==> src/rtl/device_info_params.svh <==
`ifndef DEVICE_INFO_PARAMS_SVH
`define DEVICE_INFO_PARAMS_SVH

////////////////////////////////////////////////////////////
// Bus widths

// APB byte address
`define DEVINFO_ADDR_WIDTH 8

// APB data and ICAP data, both fixed at one word
`define DEVINFO_DATA_WIDTH 32

////////////////////////////////////////////////////////////
// Boot timing

// Clocks to wait after reset before touching ICAP
// Short value for simulation, hardware builds redefine it
`define DEVINFO_BOOT_HOLD 64

////////////////////////////////////////////////////////////
// ICAP command words, unreversed

// Bus width detect / sync
`define ICAP_WORD_SYNC      32'hAA99_5566
// Type 1 NOP
`define ICAP_WORD_NOP       32'h2000_0000
// Type 1 read, IDCODE register, one word
`define ICAP_WORD_RD_IDCODE 32'h2801_8001
// Type 1 write, CMD register, one word
`define ICAP_WORD_WR_CMD    32'h3000_8001
// CMD register value for DESYNC
`define ICAP_WORD_DESYNC    32'h0000_000D

`endif

==> src/rtl/device_info_pkg.sv <==
`include "device_info_params.svh"

package device_info_pkg;

	////////////////////////////////////////////////////////////
	// APB register map

	// Register offsets, one word apart
	// Same width as the APB address so a case on paddr lines up
	typedef enum logic [`DEVINFO_ADDR_WIDTH-1:0] {
		// Bit 0 is the IDCODE valid flag
		REG_STATUS = `DEVINFO_ADDR_WIDTH'h0,
		// Device IDCODE as read over ICAP
		REG_IDCODE = `DEVINFO_ADDR_WIDTH'h4
	} regid_t;

	////////////////////////////////////////////////////////////
	// ICAP sequencer

	typedef enum logic [2:0] {
		// Waiting for the boot timer
		BOOT_HOLD = 3'h0,
		// Sync word goes out
		SYNC      = 3'h1,
		// Two NOPs after sync
		NOP       = 3'h2,
		// IDCODE read header
		HEADER    = 3'h3,
		// Flush NOP, then turnaround to read mode
		PIPE      = 3'h4,
		// Read pipeline delay and capture
		READ      = 3'h5,
		// Turnaround, desync, release
		DONE      = 3'h6
	} icap_state_t;

endpackage

==> src/rtl/icap_idcode_reader.sv <==
`timescale 1ns/1ps
`include "device_info_params.svh"

module icap_idcode_reader (
	input  logic                           clk_icap,
	input  logic                           rst,

	// ICAP port, byte bit order already swapped
	output logic [`DEVINFO_DATA_WIDTH-1:0] icap_din,
	output logic                           icap_cs_n,
	output logic                           icap_rdwr_n,
	input  logic [`DEVINFO_DATA_WIDTH-1:0] icap_dout,

	// Captured IDCODE, held until reset
	output logic [`DEVINFO_DATA_WIDTH-1:0] idcode,
	output logic                           idcode_valid
);

	////////////////////////////////////////////////////////////
	// Byte-wise bit reversal

	// ICAP wants bit 7 of each byte on bit 0 and so on
	// Same mapping in both directions
	function automatic logic [`DEVINFO_DATA_WIDTH-1:0] bit_reverse_bytes(
		input logic [`DEVINFO_DATA_WIDTH-1:0] word
	);
		logic [`DEVINFO_DATA_WIDTH-1:0] swapped;
		swapped = '0;
		for (int b = 0; b < `DEVINFO_DATA_WIDTH / 8; b++) begin
			for (int g = 0; g < 8; g++) begin
				swapped[b*8 + g] = word[b*8 + 7 - g];
			end
		end
		return swapped;
	endfunction

	////////////////////////////////////////////////////////////
	// Boot hold timer

	localparam int BOOT_W = $clog2(`DEVINFO_BOOT_HOLD + 1);

	logic [BOOT_W-1:0] boot_count;
	logic              boot_done;

	// Counts up once after reset, then parks
	always_ff @(posedge clk_icap) begin
		if (rst) begin
			boot_count <= '0;
			boot_done  <= 1'b0;
		end else if (!boot_done) begin
			boot_count <= boot_count + 1'b1;
			if (boot_count == BOOT_W'(`DEVINFO_BOOT_HOLD - 1))
				boot_done <= 1'b1;
		end
	end

	////////////////////////////////////////////////////////////
	// ICAP command sequencer

	device_info_pkg::icap_state_t state;

	// Shared step counter, reused by every state
	logic [3:0] step;

	// Command word in natural bit order
	logic [`DEVINFO_DATA_WIDTH-1:0] din_word;

	// Swap on the way out
	assign icap_din = bit_reverse_bytes(din_word);

	always_ff @(posedge clk_icap) begin
		if (rst) begin
			state        <= device_info_pkg::BOOT_HOLD;
			step         <= '0;
			din_word     <= '1;
			icap_cs_n    <= 1'b1;
			icap_rdwr_n  <= 1'b1;
			idcode       <= '0;
			idcode_valid <= 1'b0;
		end else begin
			case (state)

				// Select in write mode once the timer expires
				// First selected cycle carries the idle all-ones word
				device_info_pkg::BOOT_HOLD: begin
					if (boot_done) begin
						icap_cs_n   <= 1'b0;
						icap_rdwr_n <= 1'b0;
						state       <= device_info_pkg::SYNC;
					end
				end

				// Sync word
				device_info_pkg::SYNC: begin
					din_word <= `ICAP_WORD_SYNC;
					step     <= '0;
					state    <= device_info_pkg::NOP;
				end

				// Two NOPs, input ignored right after sync
				device_info_pkg::NOP: begin
					din_word <= `ICAP_WORD_NOP;
					step     <= step + 1'b1;
					if (step == 4'd1)
						state <= device_info_pkg::HEADER;
				end

				// Ask for one word of IDCODE
				device_info_pkg::HEADER: begin
					din_word <= `ICAP_WORD_RD_IDCODE;
					step     <= '0;
					state    <= device_info_pkg::PIPE;
				end

				// One flush NOP behind the header
				// then deselect, flip to read, reselect
				device_info_pkg::PIPE: begin
					din_word <= `ICAP_WORD_NOP;
					step     <= step + 1'b1;
					if (step == 4'd1)
						icap_cs_n <= 1'b1;
					if (step == 4'd2)
						icap_rdwr_n <= 1'b1;
					if (step == 4'd3) begin
						icap_cs_n <= 1'b0;
						step      <= '0;
						state     <= device_info_pkg::READ;
					end
				end

				// Read data comes out a few clocks late
				device_info_pkg::READ: begin
					step <= step + 1'b1;
					// Capture, unswapped
					if (step == 4'd3)
						idcode <= bit_reverse_bytes(icap_dout);
					// Flag a few clocks after the capture
					if (step == 4'd8) begin
						idcode_valid <= 1'b1;
						step         <= '0;
						state        <= device_info_pkg::DONE;
					end
				end

				// Turn around, desync, then let go of the port
				device_info_pkg::DONE: begin
					// Counter parks at 9
					if (step < 4'd9)
						step <= step + 1'b1;

					// Deselect before changing direction
					if (step == 4'd0)
						icap_cs_n <= 1'b1;
					if (step == 4'd1)
						icap_rdwr_n <= 1'b0;
					if (step == 4'd2) begin
						din_word  <= `ICAP_WORD_NOP;
						icap_cs_n <= 1'b0;
					end

					// Write one word to CMD, the DESYNC command
					if (step == 4'd4)
						din_word <= `ICAP_WORD_WR_CMD;
					if (step == 4'd5)
						din_word <= `ICAP_WORD_DESYNC;

					// Trailing NOPs
					if (step == 4'd6)
						din_word <= `ICAP_WORD_NOP;

					// Released for good
					if (step == 4'd8)
						icap_cs_n <= 1'b1;
				end

				default: begin
					state <= device_info_pkg::BOOT_HOLD;
				end

			endcase
		end
	end

endmodule

==> src/rtl/apb_device_info_regs.sv <==
`timescale 1ns/1ps
`include "device_info_params.svh"

module apb_device_info_regs (
	// APB completer, no wait states
	input  logic                           psel,
	input  logic                           penable,
	input  logic                           pwrite,
	input  logic [`DEVINFO_ADDR_WIDTH-1:0] paddr,
	output logic                           pready,
	output logic [`DEVINFO_DATA_WIDTH-1:0] prdata,
	output logic                           pslverr,

	// From the ICAP reader
	input  logic [`DEVINFO_DATA_WIDTH-1:0] idcode,
	input  logic                           idcode_valid
);

	////////////////////////////////////////////////////////////
	// Read decode

	// Purely combinational, answers in the access phase
	always_comb begin
		pready  = psel && penable;
		prdata  = '0;
		pslverr = 1'b0;

		if (pready) begin

			// Reads
			if (!pwrite) begin
				case (paddr)
					// Valid flag in bit 0
					device_info_pkg::REG_STATUS: begin
						prdata = {{(`DEVINFO_DATA_WIDTH-1){1'b0}}, idcode_valid};
					end
					device_info_pkg::REG_IDCODE: begin
						prdata = idcode;
					end
					// Unmapped offset
					default: begin
						pslverr = 1'b1;
					end
				endcase
			end

			// Nothing here is writable
			else begin
				pslverr = 1'b1;
			end

		end
	end

endmodule

==> src/rtl/device_info_top.sv <==
`timescale 1ns/1ps
`include "device_info_params.svh"

module device_info_top (
	input  logic                           clk_icap,
	input  logic                           rst,

	// APB completer
	input  logic                           psel,
	input  logic                           penable,
	input  logic                           pwrite,
	input  logic [`DEVINFO_ADDR_WIDTH-1:0] paddr,
	input  logic [`DEVINFO_DATA_WIDTH-1:0] pwdata,
	output logic                           pready,
	output logic [`DEVINFO_DATA_WIDTH-1:0] prdata,
	output logic                           pslverr,

	// ICAP, to the primitive or the model
	output logic [`DEVINFO_DATA_WIDTH-1:0] icap_din,
	output logic                           icap_cs_n,
	output logic                           icap_rdwr_n,
	input  logic [`DEVINFO_DATA_WIDTH-1:0] icap_dout
);

	////////////////////////////////////////////////////////////
	// Reader to register block

	logic [`DEVINFO_DATA_WIDTH-1:0] idcode;
	logic                           idcode_valid;

	// Boot hold, ICAP sequence, IDCODE capture
	icap_idcode_reader i_reader (
		.clk_icap     (clk_icap),
		.rst          (rst),
		.icap_din     (icap_din),
		.icap_cs_n    (icap_cs_n),
		.icap_rdwr_n  (icap_rdwr_n),
		.icap_dout    (icap_dout),
		.idcode       (idcode),
		.idcode_valid (idcode_valid)
	);

	// Read-only registers, pwdata has no sink
	apb_device_info_regs i_regs (
		.psel         (psel),
		.penable      (penable),
		.pwrite       (pwrite),
		.paddr        (paddr),
		.pready       (pready),
		.prdata       (prdata),
		.pslverr      (pslverr),
		.idcode       (idcode),
		.idcode_valid (idcode_valid)
	);

endmodule

==> config.mk <==
export PLATFORM = sky130hd
export DESIGN_NAME = device_info_top
export DESIGN_NICKNAME = d
export VERILOG_FILES = /design/src/rtl/device_info_pkg.sv /design/src/rtl/icap_idcode_reader.sv /design/src/rtl/apb_device_info_regs.sv /design/src/rtl/device_info_top.sv
export VERILOG_INCLUDE_DIRS = /design/src /design/src/rtl
export SDC_FILE = /design/constraint.sdc
export NUM_CORES = 1
export LEC_CHECK = 0
export ABC_AREA = 1
export ABC_CLOCK_PERIOD_IN_PS = 1400
export BUFFER_PORTS_ARGS = -buffer_cell sky130_fd_sc_hd__clkbuf_2
export CAP_MARGIN = 20
export CORE_MARGIN = 5
export CORE_UTILIZATION = 43
export DETAILED_ROUTE_END_ITERATION = 6
export PLACE_DENSITY_LB_ADDON = 0.08
export SLEW_MARGIN = 20
export SYNTH_ARGS = -nofsm -noshare
export SYNTH_HDL_FRONTEND = slang
export SYNTH_SLANG_ARGS = --single-unit
==> constraint.sdc <==
create_clock -name clk_icap -period 1.4 [get_ports clk_icap]
set_input_delay 0.28 -clock clk_icap [delete_from_list [all_inputs] [get_ports clk_icap]]
set_output_delay 0.28 -clock clk_icap [all_outputs]
set_load 0.02 [all_outputs]
==> impl_metrics.py <==
metrics = {
    "run_status": {
        "outcome": "finished with violations",
        "violations": "setup timing",
    },
    "worst_setup_path": {
        "required_ns": 1.12,
        "cp_slowest_cell": "nor3b_2",
        "r2r_start": "i_reader.step[1]$_SDFFE_PP0P_",
        "critPathCaptureType": "primary output",
        "worstPathCellList": "buf_6, nor2_4, nand2_2, inv_2, nand2_2, nor2_4, inv_6, buf_12, nor3b_2, buf_4",
        "path_class": "input port to primary output",
        "path_buf_inv": 5,
        "cp_max_fo": 6,
        "worstPathArrival_ns": 1.42,
        "cp-startpoint": "paddr[7]",
        "start_kind": "input port",
        "cpLargestDelayFamily": "buffers and inverters",
        "slowest_delay_ns": 0.20,
    },
    "placed_design": {
        "gp_congestion": 0.878,
        "port_buffers": 112,
        "hpwl_um": 6010,
        "dp_cells": 629,
    },
    "timing": {
        "skew_ns": 0.00652,
        "fmax_mhz": 589,
        "relSlewSlack": 0.826,
        "tightestPinTransition_ns": 0.261,
        "grt_setup_unrepaired": "yes",
        "timing.final.crit_share": 1.21,
        "slew_viol_final": 0,
        "post-route-worst-setup-slack_ns": -0.297,
        "final_hold_viol_count": 0,
        "period_minus_slack_ns": 1.70,
        "setup-tns-final_ns": -8.55,
        "setup_viol": 32,
    },
    "logic_synthesis": {
        "avgSynthCellArea_um2": 7.53,
        "yosysWarnings": 0,
        "synth_flop_cell": "dfxtp_1",
        "synth_top_family_by_area": "simple AND/OR/NAND/NOR gates",
        "synthCells": 431,
        "synth_xor_area_frac": 0.00270,
        "syn-num-nets": 513,
        "synth-compound-area-share": 0.0987,
        "synth-simple-area-share": 0.374,
        "synthAdderAreaFrac": 0.0193,
        "synth.distinct_cells": 37,
        "synthMuxAreaShare": 0,
        "synth_seq_cells": 59,
        "syn-cell-area_um2": 3250,
        "yosysSeqAreaShare": 0.364,
        "async_reset_ff_frac": 0,
        "synth-edff-count": 0,
    },
    "detailed_routing": {
        "dr.pass1.iters": 4,
        "wl_per_cell_um": 14.0,
        "drcViolationCount": 0,
        "vias": 3225,
        "drt-vias-per-instance": 4.91,
        "routed_wl_um": 9210,
        "ant_nets": 0,
        "drtIter0Drc": 116,
    },
    "floorplan": {
        "coreArea_um2": 7290,
        "start_util": 0.445,
        "die_x_um": 96.9,
        "rows": 31,
        "die-area_um2": 9390,
        "dieHeight_um": 96.9,
        "ios": 145,
    },
    "global_route": {
        "grt_pass1_vias": 3106,
        "overflow": 0,
        "grt_max_degree": 47,
        "antenna_found_initial": 0,
        "grt_pass1_wl_um": 14700,
        "track_usage": 0.186,
    },
    "cells_and_area": {
        "area_delta_synth_final_pct": 55.6,
        "antennaDiodeCount": 0,
        "layout.cells.non_filler": 657,
        "n_fill_cell": 586,
        "register_area_um2": 1200,
        "drive_above_1_share": 0.522,
        "fin_nets": 637,
        "mostFrequentLayoutCells": "clkbuf_2 (78), nor2_1 (76), dfxtp_1 (51), nand2_1 (49), buf_4 (35)",
        "multiInputGateArea_um2": 2130,
        "final_common_cell": "clkbuf_2",
    },
    "power": {
        "seq_power_share": 0.500,
        "p_per_area_nw_per_um2": 669,
        "p_sw_frac": 0.224,
        "pwr-share-comb": 0.061,
        "leakage_nw": 2.54,
        "ir_drop_uv": 495,
        "p_total_mw": 3.38,
        "switching_power_mw": 0.758,
        "power.internal_mw": 2.62,
        "p_clk_frac": 0.439,
    },
    "job": {
        "cap_violations": 0,
    },
    "clocking": {
        "clk_latency_ns": 0.33,
        "clockBufferDepth": 2,
        "cts_tree": "yes",
        "cts.clk_slew.worst_paths_ns": 0.07,
        "cts_inserted_buffers": 9,
        "hold_buffers": 0,
        "clockRootBuffer": "clkbuf_8",
        "htreeDepth": 3,
        "cts.sinks": 59,
    },
    "min_path": {
        "holdCritStartpoint": "icap_dout[28]",
        "hp-class": "input port to register",
    },
}
[metrics by stage]
stage | util | cell area, um2 | hold WS, ns | setup slack (ns)
global route | 0.692 | 5050 | 0.172 | -0.371
floorplan | - | 3520 | 0.387 | -0.0770
detailed placement | 0.567 | 4130 | 0.441 | -0.334
global placement | 0.567 | 4130 | 0.436 | -0.290
finish | 0.692 | 5050 | 0.164 | -0.297
CTS | 0.656 | 4780 | 0.149 | -0.324
[path summary, 6_finish.rpt]
check	endpoint	slack (ns)	cells after the start
setup reg to reg	i_reader.step[3]$_SDFFE_PP0P_	0.01	9
hold / removal	i_reader.idcode[27]$_SDFFE_PP0P_	0.16	3
hold reg to reg	i_reader.din_word[0]$_SDFFE_PP1P_	0.46	1
setup / recovery	prdata[1]	-0.30	10
[sequential cells by signal (all words and copies together), names as in the netlist, 3 cells and up]
name                 cells
i_reader.step            4
i_reader.boot_count      7
i_reader.idcode         32
i_reader.din_word        9
i_reader.state           3
[power by group through the flow]
stage	combinational [mW]	sequential, mW	clock, mW
6_report	0.205	1.69	1.48
5_1_grt	0.223	1.69	1.59
4_1_cts	0.192	1.69	1.53
3_5_place_dp	0.188	1.73	0
3_3_place_gp	0.187	1.73	0
2_1_floorplan	0.0822	1.73	0
[synth_stat cells, types with 6 or more instances]
master | count | area [um2]
nor2_1 | 91 | 342
nand2_2 | 7 | 43.8
nand2_1 | 57 | 214
nor3b_1 | 21 | 158
o21ai_1 | 7 | 35.0
nand4_1 | 6 | 37.5
buf_6 | 11 | 124
dfxtp_1 | 59 | 1180
a21oi_1 | 12 | 60.1
o21ai_0 | 36 | 180
nand3_1 | 24 | 120
nor3b_2 | 10 | 125
buf_4 | 24 | 180
inv_1 | 19 | 71.3
[final cells by class]
type                       instances  area share
clock buffer                      11      0.0280
timing repair inverter             1     0.00173
inverter                          29      0.0292
multi-input combinational        302       0.423
timing repair buffer             153       0.249
clock inverter                     3     0.00793
sequential                        59       0.237
tap                               99      0.0245
[what timing repair did]
action / CTS / global route
endpoints found under the hold margin: 0 / 0
gates cloned: 4 / 1
pin swaps: 8 / 27
setup buffers: 5 / 7
endpoints found under the setup margin: 92 / 82
gates resized for setup: 88 / 103
[metal layers]
metal,vias up,routed length (um),part of all wire,GRT usage
met5,-,0,0,0
met4,0,113,0.012,0.0713
met3,12,463,0.050,0.0446
met2,80,4660,0.51,0.305
met1,1492,3960,0.43,0.235
li1,1641,-,-,-
[cell families after synthesis]
kind of cell / Yosys count
AND/OR/NAND/NOR: 234
buffers and inverters: 71
AO/OA/AOI/OAI: 61
flip-flops: 59
adder cells (fa/ha/maj): 5
XOR/XNOR: 1
[worst min-delay path, delay by kind of cell]
| family | cells | cell delay, ns |
|---|---|---|
| buffers and inverters | 1 | 0.07 |
| AND/OR/NAND/NOR | 2 | 0.11 |
(Power assumes the default switching activity.)
